==> config.mk <==
export PLATFORM = sky130hd
export DESIGN_NAME = mini_core
export DESIGN_NICKNAME = d
export VERILOG_FILES = /design/src/verilog/isa_pkg.sv /design/src/verilog/pipe_pkg.sv /design/src/verilog/fetch_decode.sv /design/src/verilog/alu_exec.sv /design/src/verilog/reg_file.sv /design/src/verilog/exe_wb.sv /design/src/verilog/mini_core.sv
export SDC_FILE = /design/constraint.sdc
export NUM_CORES = 1
export LEC_CHECK = 0
export BUFFER_PORTS_ARGS = -buffer_cell sky130_fd_sc_hd__buf_2
export CORE_UTILIZATION = 41
export DETAILED_ROUTE_END_ITERATION = 6
export SYNTH_ARGS = -nofsm -noshare
export SYNTH_HDL_FRONTEND = slang
export SYNTH_SLANG_ARGS = --single-unit
==> constraint.sdc <==
create_clock -name clk -period 3.4 [get_ports clk]
set_clock_uncertainty 0.2 [all_clocks]
set_input_delay 0 -clock clk [delete_from_list [all_inputs] [get_ports clk]]
set_output_delay 0 -clock clk [all_outputs]
set_load 0.01 [all_outputs]
==> src/verilog/isa_pkg.sv <==
package isa_pkg;

	localparam int word_w = 16;
	localparam int reg_w = 3;
	localparam int num_regs = 8;
	localparam int opc_w = 5;
	localparam int imm_w = 8;
	localparam int shamt_w = 3;

	// sub-function fields inside the grouped major opcodes.
	localparam logic [1:0] funct_sll = 2'b00;
	localparam logic [1:0] funct_addu = 2'b01;
	localparam logic [4:0] funct_move = 5'b00000;

	typedef logic [word_w-1:0] word_t;
	typedef logic [reg_w-1:0] reg_idx_t;

	// major opcode, instr[15:11].
	typedef enum logic [opc_w-1:0] {
		opc_nop   = 5'b00001,
		opc_bnez  = 5'b00101,
		opc_sll   = 5'b00110,
		opc_addiu = 5'b01001,
		opc_li    = 5'b01101,
		opc_move  = 5'b01111,
		opc_addu  = 5'b11100
	} opcode_e;

	typedef enum logic [2:0] {
		op_nop,
		op_li,
		op_addiu,
		op_addu,
		op_sll,
		op_move,
		op_bnez
	} op_e;

	// true for the operations that write a register.
	function automatic logic op_writes(op_e op);
		return op inside {op_li, op_addiu, op_addu, op_sll, op_move};
	endfunction

endpackage

==> src/verilog/pipe_pkg.sv <==
package pipe_pkg;

	import isa_pkg::*;

	// decode to execute.
	typedef struct packed {
		logic     valid;
		op_e      op;
		reg_idx_t dst;
		word_t    opa;
		word_t    opb;
		word_t    imm;   // already extended.
		word_t    pc;
	} dec_ex_t;

	// execute to writeback.
	typedef struct packed {
		logic     valid;
		op_e      op;
		reg_idx_t dst;
		word_t    result;
		logic     branch_taken;
		word_t    target;
	} ex_wb_t;

	// register write, doubles as the unlock.
	typedef struct packed {
		logic     en;
		reg_idx_t addr;
		word_t    data;
	} wb_t;

endpackage

==> src/verilog/fetch_decode.sv <==
`timescale 1ns/1ns

module fetch_decode #(
	parameter isa_pkg::word_t reset_pc = 16'h0000
) (
	input  logic                          clk,
	input  logic                          rst_n,
	input  isa_pkg::word_t                instr,
	output isa_pkg::word_t                fetch_pc,
	output isa_pkg::reg_idx_t             rd_addr_a,
	output isa_pkg::reg_idx_t             rd_addr_b,
	input  isa_pkg::word_t                rd_data_a,
	input  isa_pkg::word_t                rd_data_b,
	input  logic [isa_pkg::num_regs-1:0]  locked,
	output logic                          lock_en,
	output isa_pkg::reg_idx_t             lock_addr,
	output logic [isa_pkg::num_regs-1:0]  cancel_lock,
	input  logic [isa_pkg::reg_w:0]       ex_busy_dst,
	input  logic                          redirect_en,
	input  isa_pkg::word_t                redirect_pc,
	output pipe_pkg::dec_ex_t             dec
);
	import isa_pkg::*;
	import pipe_pkg::*;

	word_t pc_q;
	word_t pc_next;
	opcode_e opc;
	op_e op;
	reg_idx_t rx;
	reg_idx_t ry;
	reg_idx_t rz;
	reg_idx_t dst;
	logic [shamt_w-1:0] shamt;
	word_t imm;
	logic use_a;
	logic use_b;
	logic writes;
	logic ex_busy;
	reg_idx_t ex_dst;
	logic hazard;
	logic issue;

	assign opc = opcode_e'(instr[word_w-1 -: opc_w]);
	assign rx = instr[10:8];
	assign ry = instr[7:5];
	assign rz = instr[4:2];
	assign shamt = instr[4:2];
	assign pc_next = pc_q + 16'd1;

	always_comb begin
		op = op_nop;
		dst = rx;
		use_a = 1'b0;
		use_b = 1'b0;
		imm = '0;
		case (opc)
			opc_li: begin
				op = op_li;
				imm = {{(word_w-imm_w){1'b0}}, instr[imm_w-1:0]};
			end
			opc_addiu: begin
				op = op_addiu;
				use_a = 1'b1;
				imm = {{(word_w-imm_w){instr[imm_w-1]}}, instr[imm_w-1:0]};
			end
			opc_bnez: begin
				op = op_bnez;
				use_a = 1'b1;
				imm = {{(word_w-imm_w){instr[imm_w-1]}}, instr[imm_w-1:0]};
			end
			opc_sll: begin
				if (instr[1:0] == funct_sll) begin
					op = op_sll;
					use_b = 1'b1;
					imm = (shamt == '0) ? word_t'(8) : word_t'(shamt); // 0 shifts by 8.
				end
			end
			opc_addu: begin
				if (instr[1:0] == funct_addu) begin
					op = op_addu;
					use_a = 1'b1;
					use_b = 1'b1;
					dst = rz;
				end
			end
			opc_move: begin
				if (instr[4:0] == funct_move) begin
					op = op_move;
					use_b = 1'b1;
				end
			end
			opc_nop: op = op_nop;
			default: op = op_nop; // unknown decodes as nop.
		endcase
	end

	assign writes = op_writes(op);
	assign ex_busy = ex_busy_dst[reg_w];
	assign ex_dst = ex_busy_dst[reg_w-1:0];

	assign hazard = (use_a && locked[rx]) || (use_b && locked[ry]) ||
		(writes && (locked[dst] || (ex_busy && ex_dst == dst)));
	assign issue = !hazard && !redirect_en;

	assign rd_addr_a = rx;
	assign rd_addr_b = ry;
	assign lock_en = issue && writes;
	assign lock_addr = dst;

	// release the lock held by the instruction being flushed in execute.
	always_comb begin
		cancel_lock = '0;
		if (redirect_en && ex_busy)
			cancel_lock[ex_dst] = 1'b1;
	end

	always_ff @(posedge clk) begin
		if (!rst_n)
			pc_q <= reset_pc;
		else if (redirect_en)
			pc_q <= redirect_pc;
		else if (!hazard)
			pc_q <= pc_next;
	end

	assign fetch_pc = pc_q;

	always_comb begin
		dec.valid = issue;
		dec.op = op;
		dec.dst = dst;
		dec.opa = (op == op_bnez) ? pc_next : rd_data_a;   // bnez adds to next pc.
		dec.opb = (op == op_bnez) ? rd_data_a : rd_data_b;
		dec.imm = imm;
		dec.pc = pc_q;
	end

endmodule

==> src/verilog/alu_exec.sv <==
`timescale 1ns/1ns

module alu_exec (
	input  logic                    clk,
	input  logic                    rst_n,
	input  logic                    flush,
	input  pipe_pkg::dec_ex_t       dec,
	output pipe_pkg::ex_wb_t        ex,
	output logic [isa_pkg::reg_w:0] busy_dst
);
	import isa_pkg::*;
	import pipe_pkg::*;

	logic valid_q;
	dec_ex_t dec_q;
	word_t result;
	word_t target;
	logic taken;

	always_ff @(posedge clk) begin
		if (!rst_n)
			valid_q <= 1'b0;
		else
			valid_q <= dec.valid && !flush;
	end

	always_ff @(posedge clk) begin
		dec_q <= dec;
	end

	assign target = dec_q.opa + dec_q.imm;

	always_comb begin
		result = '0;
		taken = 1'b0;
		case (dec_q.op)
			op_li:    result = dec_q.imm;
			op_addiu: result = dec_q.opa + dec_q.imm;
			op_addu:  result = dec_q.opa + dec_q.opb;
			op_sll:   result = dec_q.opb << dec_q.imm[3:0];
			op_move:  result = dec_q.opb;
			op_bnez:  taken = (dec_q.opb != '0);
			default:  result = '0;
		endcase
	end

	// the slot behind a taken branch is dropped here.
	always_comb begin
		ex.valid = valid_q && !flush;
		ex.op = dec_q.op;
		ex.dst = dec_q.dst;
		ex.result = result;
		ex.branch_taken = taken;
		ex.target = target;
	end

	assign busy_dst = {valid_q && op_writes(dec_q.op), dec_q.dst};

endmodule

==> src/verilog/reg_file.sv <==
`timescale 1ns/1ns

module reg_file (
	input  logic                         clk,
	input  logic                         rst_n,
	input  isa_pkg::reg_idx_t            rd_addr_a,
	input  isa_pkg::reg_idx_t            rd_addr_b,
	output isa_pkg::word_t               rd_data_a,
	output isa_pkg::word_t               rd_data_b,
	input  pipe_pkg::wb_t                wb,
	input  logic                         lock_en,
	input  isa_pkg::reg_idx_t            lock_addr,
	input  logic [isa_pkg::num_regs-1:0] cancel_lock,
	output logic [isa_pkg::num_regs-1:0] locked
);
	import isa_pkg::*;

	word_t regs [num_regs];
	logic [num_regs-1:0] lock_q;
	logic [num_regs-1:0] lock_set;
	logic [num_regs-1:0] lock_clr;

	always_ff @(posedge clk) begin
		if (wb.en)
			regs[wb.addr] <= wb.data;
	end

	assign rd_data_a = regs[rd_addr_a];
	assign rd_data_b = regs[rd_addr_b];

	always_comb begin
		lock_set = '0;
		if (lock_en)
			lock_set[lock_addr] = 1'b1;
	end

	// writeback unlocks on the same edge it writes.
	always_comb begin
		lock_clr = cancel_lock;
		if (wb.en)
			lock_clr[wb.addr] = 1'b1;
	end

	always_ff @(posedge clk) begin
		if (!rst_n)
			lock_q <= '0;
		else
			lock_q <= (lock_q & ~lock_clr) | lock_set;
	end

	assign locked = lock_q;

endmodule

==> src/verilog/exe_wb.sv <==
`timescale 1ns/1ns

module exe_wb (
	input  logic             clk,
	input  logic             rst_n,
	input  pipe_pkg::ex_wb_t ex,
	output pipe_pkg::wb_t    wb,
	output logic             redirect_en,
	output isa_pkg::word_t   redirect_pc
);
	import isa_pkg::*;
	import pipe_pkg::*;

	logic wr_d;
	logic br_d;
	logic wr_q;
	reg_idx_t addr_q;
	word_t data_q;

	always_comb begin
		wr_d = 1'b0;
		br_d = 1'b0;
		if (ex.valid) begin
			case (ex.op)
				op_li, op_addiu, op_addu, op_sll, op_move: wr_d = 1'b1;
				op_bnez: br_d = ex.branch_taken;   // not taken does nothing.
				default: wr_d = 1'b0;
			endcase
		end
	end

	// one pulse per instruction, low again next cycle.
	always_ff @(posedge clk) begin
		if (!rst_n) begin
			wr_q <= 1'b0;
			redirect_en <= 1'b0;
		end else begin
			wr_q <= wr_d;
			redirect_en <= br_d;
		end
	end

	always_ff @(posedge clk) begin
		addr_q <= ex.dst;
		data_q <= ex.result;
		redirect_pc <= ex.target;
	end

	always_comb begin
		wb.en = wr_q;
		wb.addr = addr_q;
		wb.data = data_q;
	end

endmodule

==> src/verilog/mini_core.sv <==
`timescale 1ns/1ns

module mini_core #(
	parameter isa_pkg::word_t reset_pc = 16'h0000
) (
	input  logic           clk,
	input  logic           rst_n,
	input  isa_pkg::word_t instr,
	output isa_pkg::word_t fetch_pc,
	output pipe_pkg::wb_t  wb,
	output logic           redirect_en
);
	import isa_pkg::*;
	import pipe_pkg::*;

	reg_idx_t rd_addr_a;
	reg_idx_t rd_addr_b;
	word_t rd_data_a;
	word_t rd_data_b;
	logic [num_regs-1:0] locked;
	logic [num_regs-1:0] cancel_lock;
	logic lock_en;
	reg_idx_t lock_addr;
	logic [reg_w:0] busy_dst;
	word_t redirect_pc;
	dec_ex_t dec;
	ex_wb_t ex;

	fetch_decode #(
		.reset_pc(reset_pc)
	) u_fetch_decode (
		.clk        (clk),
		.rst_n      (rst_n),
		.instr      (instr),
		.fetch_pc   (fetch_pc),
		.rd_addr_a  (rd_addr_a),
		.rd_addr_b  (rd_addr_b),
		.rd_data_a  (rd_data_a),
		.rd_data_b  (rd_data_b),
		.locked     (locked),
		.lock_en    (lock_en),
		.lock_addr  (lock_addr),
		.cancel_lock(cancel_lock),
		.ex_busy_dst(busy_dst),
		.redirect_en(redirect_en),
		.redirect_pc(redirect_pc),
		.dec        (dec)
	);

	// a taken branch flushes the execute slot.
	alu_exec u_alu_exec (
		.clk     (clk),
		.rst_n   (rst_n),
		.flush   (redirect_en),
		.dec     (dec),
		.ex      (ex),
		.busy_dst(busy_dst)
	);

	reg_file u_reg_file (
		.clk        (clk),
		.rst_n      (rst_n),
		.rd_addr_a  (rd_addr_a),
		.rd_addr_b  (rd_addr_b),
		.rd_data_a  (rd_data_a),
		.rd_data_b  (rd_data_b),
		.wb         (wb),
		.lock_en    (lock_en),
		.lock_addr  (lock_addr),
		.cancel_lock(cancel_lock),
		.locked     (locked)
	);

	exe_wb u_exe_wb (
		.clk        (clk),
		.rst_n      (rst_n),
		.ex         (ex),
		.wb         (wb),
		.redirect_en(redirect_en),
		.redirect_pc(redirect_pc)
	);

endmodule

# After elaboration in Yosys (flattened, before gate mapping)
# Memories as Yosys holds them, arrays and structs flattened.
# Index checks and enable logic that the tools add are counted.
# totals
output_inout_bits	37
input_bits	18
ff_bits	116
ram_bits	128
n_memories	1
# classes
shift	1
eq_ne	21
muxes	37
n_reduce_logical	28
order_cmp	8
bitwise	4
addsub	3
# memory_table
name	words	width	rd	rd_clocked_by_memory_dff	write_ports	line_no	source
u_reg_file.regs	8	16	2	0	1	reg_file.sv:18	word_t regs [num_regs];
# ops
op	count
16-bit two-way mux	5
16-bit one-hot mux with 5 select lines	1
16-bit one-hot mux with 3 select lines	1
16-bit adder	2
8-bit two-way mux	3
3-bit by 4-bit less-than comparator with 1-bit output (second input constant)	5
3-bit == test (second input constant)	6
3-bit one-hot mux with 6 select lines	1
16-bit by 1-bit adder with 16-bit output (second input constant)	1
8-bit OR	2
16-bit nonzero test	1
16-bit by 4-bit << shifter with 16-bit output	1
5-bit by 4-bit == test with 1-bit output (second input constant)	3
1-bit logical AND	13
3-bit by 2-bit == test with 1-bit output (second input constant)	4
1-bit two-way mux	12
3-bit two-way mux	4
5-bit by 3-bit == test with 1-bit output (second input constant)	2
5-bit nonzero test	2
1-bit binary-select mux with 3-bit select	3
1-bit demux with 3-bit select	3
3-bit by 1-bit >= comparator with 1-bit output (second input constant)	3
8-bit bitwise AND	1
8-bit inverter	1
other kinds (18)	22

# Depth between registers and ports, before layout
# depth
word_depth	13
ltp_mapped	11

# By module
# Synthesis repeated with hierarchy kept, for this count alone.
# unflattened
cells_unflattened	1175
area_unflattened_um2	13701.9
# by_module_without_submodules
module	instances	seq_area_each_um2	cells_per_inst	area_per_inst_um2
reg_file	1	4003.8	293	6431.2
alu_exec	1	1101.1	434	3786.1
fetch_decode	1	320.3	405	2707.6
exe_wb	1	740.7	43	777.0

# Worst setup path before layout
# No wires, ideal clock.
# synth_path
kind	reg2reg
from	register u_alu_exec.dec_q[32] (netlist bit)
to	register u_exe_wb.data_q[14]
t_arrival_ns	2.403
path_buffers	0
t_required_ns	3.086
slack_ns	0.683
path_stages_with_launch	10
period_less_slack_ns	2.717
path_cell_list	dfxtp_1 -> ha_1 -> fa_1 -> a211oi_1 -> o21a_1 -> o311ai_0 -> o31ai_1 -> mux2i_1 -> or3_1 -> a21o_1
# synth_rtl
item	line_no	source
start, declared	alu_exec.sv:15	dec_ex_t dec_q;
start signal, assigned	alu_exec.sv:28	dec_q <= dec;
end signal, assigned	exe_wb.sv:45	data_q <= ex.result;
end, declared	exe_wb.sv:18	word_t data_q;

==> flow_metrics.py <==
metrics = {
    "synthesis": {
        "yosys_warnings": 0,
        "syn-num-nets": 1113,
        "synth-simple-area-share_pct": 11.7,
        "synth.distinct_cells": 80,
        "syn-mean-instance-area_um2": 12.0,
        "synth_top_family_by_area": "multiplexers",
        "synthAdderAreaFrac_pct": 3.36,
        "ys.flop_type": "edfxtp_1",
        "ys_ff_latch": 237,
        "postSynthCellCount": 1062,
        "async_flop_share_pct": 0,
        "synth_edf_count": 128,
        "seq_area_frac_synth_pct": 47.4,
        "synth_compound_area_share_pct": 12.6,
        "synth_mux_area_share_pct": 18.3,
        "synthXorXnorAreaFrac_pct": 2.82,
        "syn_area_mm2": 0.0127,
    },
    "final_layout": {
        "area_delta_synth_final_pct": 13.1,
        "final_area_mm2": 0.0144,
        "fill_cells": 2748,
        "fin_util_pct": 47.0,
        "antenna_cells": 0,
        "drive_gt1_share_pct": 20.9,
        "layout_commonest_cell": "edfxtp_1",
        "seqCellArea_mm2": 0.00603,
        "finalNonFillerCells": 1536,
        "most-common-layout-cells": "128 x edfxtp_1, 109 x dfxtp_1, 76 x mux4_2, 66 x nand2_1, 54 x buf_2",
        "num-nets-final": 1171,
        "multi_input_area_mm2": 0.00622,
    },
    "clock_network": {
        "cts.sinks": 237,
        "cts-root-buf": "clkbuf_16",
        "cts_tree": "built",
        "cts_resized": 0,
        "clk_latency_ns": 0.54,
        "path_clk_slew_ns": 0.07,
        "cts_buffers": 26,
        "cts_buffer_depth": 3,
        "htreeDepth": 1,
    },
    "worst_setup_path": {
        "cp.arrival_ns": 3.28,
        "start_kind": "flop",
        "crit_path_end_kind": "flop",
        "path_class": "flop to flop",
        "cp_max_fo": 6,
        "cp.required_ns": 3.63,
    },
    "timing": {
        "relSlewSlack_pct": 34.5,
        "finalCritPeriodShare_pct": 89.6,
        "max_freq_ghz": 0.328,
        "rsz0062_at_grt": "no",
        "finalSetupViolCount": 0,
        "tightest_slew_ns": 0.982,
        "final-hold-violation-count": 0,
        "setup_tns_ns": 0,
        "drv_slew": 0,
        "period_needed_ns": 3.05,
    },
    "drt": {
        "wl_met1_um": 15800,
        "ant_nets": 0,
        "wl_per_cell_um": 21.9,
        "drt-total-wl_um": 33600,
        "drt_first_pass_iters": 5,
        "wl_met3_um": 2120,
        "vias_per_cell": 5.94,
        "vias": 9127,
        "route.detailed.drc": 0,
        "topRoutingLayerUsed": "met4",
        "drt_iter0_drc": 832,
        "met2WireLength_um": 14900,
    },
    "die": {
        "io_pins": 55,
        "die_x_um": 178,
        "die_area_mm2": 0.0317,
        "rows": 64,
        "fp.coreArea_mm2": 0.0306,
        "initial_core_util_pct": 41.6,
        "die_y_um": 178,
    },
    "placed_design": {
        "dp_hpwl_um": 22800,
        "io_buffers": 54,
        "placedCellCount": 1459,
        "routabilityCongestion": 0.922,
        "place_area_mm2": 0.0133,
    },
    "pwr": {
        "max-vdd-ir-drop_uv": 281,
        "power.total_mw": 6.67,
        "power.leakage_nw": 5.35,
        "p_per_area_mw_per_mm2": 463,
    },
    "grt": {
        "grt_usage_pct": 21.5,
        "grt_max_degree": 50,
        "grt_antenna_before_repair": 0,
        "overflow": 0,
        "grt_pass1_vias": 8800,
        "grt_pass1_wl_um": 51600,
    },
    "run": {
        "cap_violations": 0,
    },
    "min_path": {
        "hold_class": "primary input to flop",
    },
    "status": {
        "outcome": "complete, no violations",
    },
}
## sequential cells by signal, indices dropped and copies added (netlist names)
| register | flops |
|---|---|
| u_alu_exec.busy_dst | 3 |
| u_alu_exec.dec_q | 41 |
| u_alu_exec.ex | 3 |
| u_alu_exec.valid_q | 1 |
| u_exe_wb.addr_q | 3 |
| u_exe_wb.data_q | 16 |
| u_exe_wb.redirect_en | 1 |
| u_exe_wb.redirect_pc | 16 |
| u_exe_wb.wr_q | 1 |
| u_fetch_decode.fetch_pc | 16 |
| u_reg_file.locked | 8 |
| u_reg_file.regs | 128 |
## layout make-up
type                    count  area share [%]
inverters                  30           0.791
well taps                 396            3.44
clock inverters             9           0.296
multi-input cells         720            43.2
clock buffers              39            5.25
repair buffers            105            5.13
flip-flops and latches    237            41.9
## per-layer routing
layer | global-route usage (%) | vias to the layer above
li1 | - | 4243
met1 | 31.4 | 4520
met2 | 33.3 | 303
met3 | 3.13 | 61
met4 | 5.70 | 0
met5 | 0 | -
## Yosys cell counts, drive strengths merged, types with 7 or more instances
master	instances	area share, %
a211oi	15	0.92
a21o	8	0.47
a21oi	42	1.7
a221o	7	0.55
a31oi	11	0.54
and2	7	0.34
and3	12	0.63
and4	7	0.52
buf	35	1.8
clkbuf	40	1.2
dfxtp	109	17
edfxtp	128	30
ha	31	3.0
inv	28	0.83
mux2	19	1.7
mux2i	40	3.1
mux4	76	13
nand2	66	1.9
nand2b	16	0.79
nand3	39	1.6
nor2	56	1.8
nor2b	13	0.64
nor3	14	0.55
nor4	7	0.34
nor4b	9	0.67
o2111ai	7	0.58
o211ai	8	0.47
o21a	8	0.47
o21ai	52	2.0
o22ai	11	0.54
o311a	7	0.64
o31ai	8	0.47
or3	10	0.49
xnor2	24	1.7
xor2	17	1.2
## path summary, 6_finish.rpt
path,start,slack [ns],endpoint,depth (start not counted)
worst max register to register,u_alu_exec.dec_q[32],0.35,u_exe_wb.data_q[14],9
worst min register to register,u_alu_exec.busy_dst[0],0.23,u_exe_wb.addr_q[0],0
worst max-delay path,u_alu_exec.dec_q[32],0.35,u_exe_wb.data_q[14],9
worst min-delay path,instr[5],0.01,u_alu_exec.dec_q[21],3
## cells by family after synthesis
kind of cell / after synthesis
and+or+nand+nor: 280
muxes: 135
DFF: 237
adders and majority gates: 33
buffers and inverters: 105
AOI/OAI and AO/OA: 231
xor gates and xnor gates: 41
## through the flow
step / hold slack [ns] / worst slack, ns
2_1_floorplan: -0.0783 / 0.683
3_3_place_gp: 0.0873 / 0.430
3_5_place_dp: 0.0979 / 0.397
4_1_cts: 0.0238 / 0.377
5_1_grt: 0.0643 / 0.0959
6_report: 0.00966 / 0.352
## worst max-delay path, stage by stage, from the launching register on
cell and delay (ns):
dfxtp_1 0.36, ha_1 0.25, fa_1 0.43, a211oi_1 0.31, o21a_1 0.22, o311ai_0 0.20, o31ai_1 0.32, mux2i_1 0.11
or3_1 0.38, a21o_1 0.16
## power breakdown
part           total, mW  internal (mW)  switching [mW]
clock network       2.66           1.53            1.13
registers           3.21           3.10           0.107
logic              0.803          0.364           0.439
## timing repair
item                      in CTS  in global routing
hold buffers                  29                  0
buffers inserted               0                  0
hold endpoints to repair      42                  0
No activity file was read; power rests on OpenSTA's default activity.
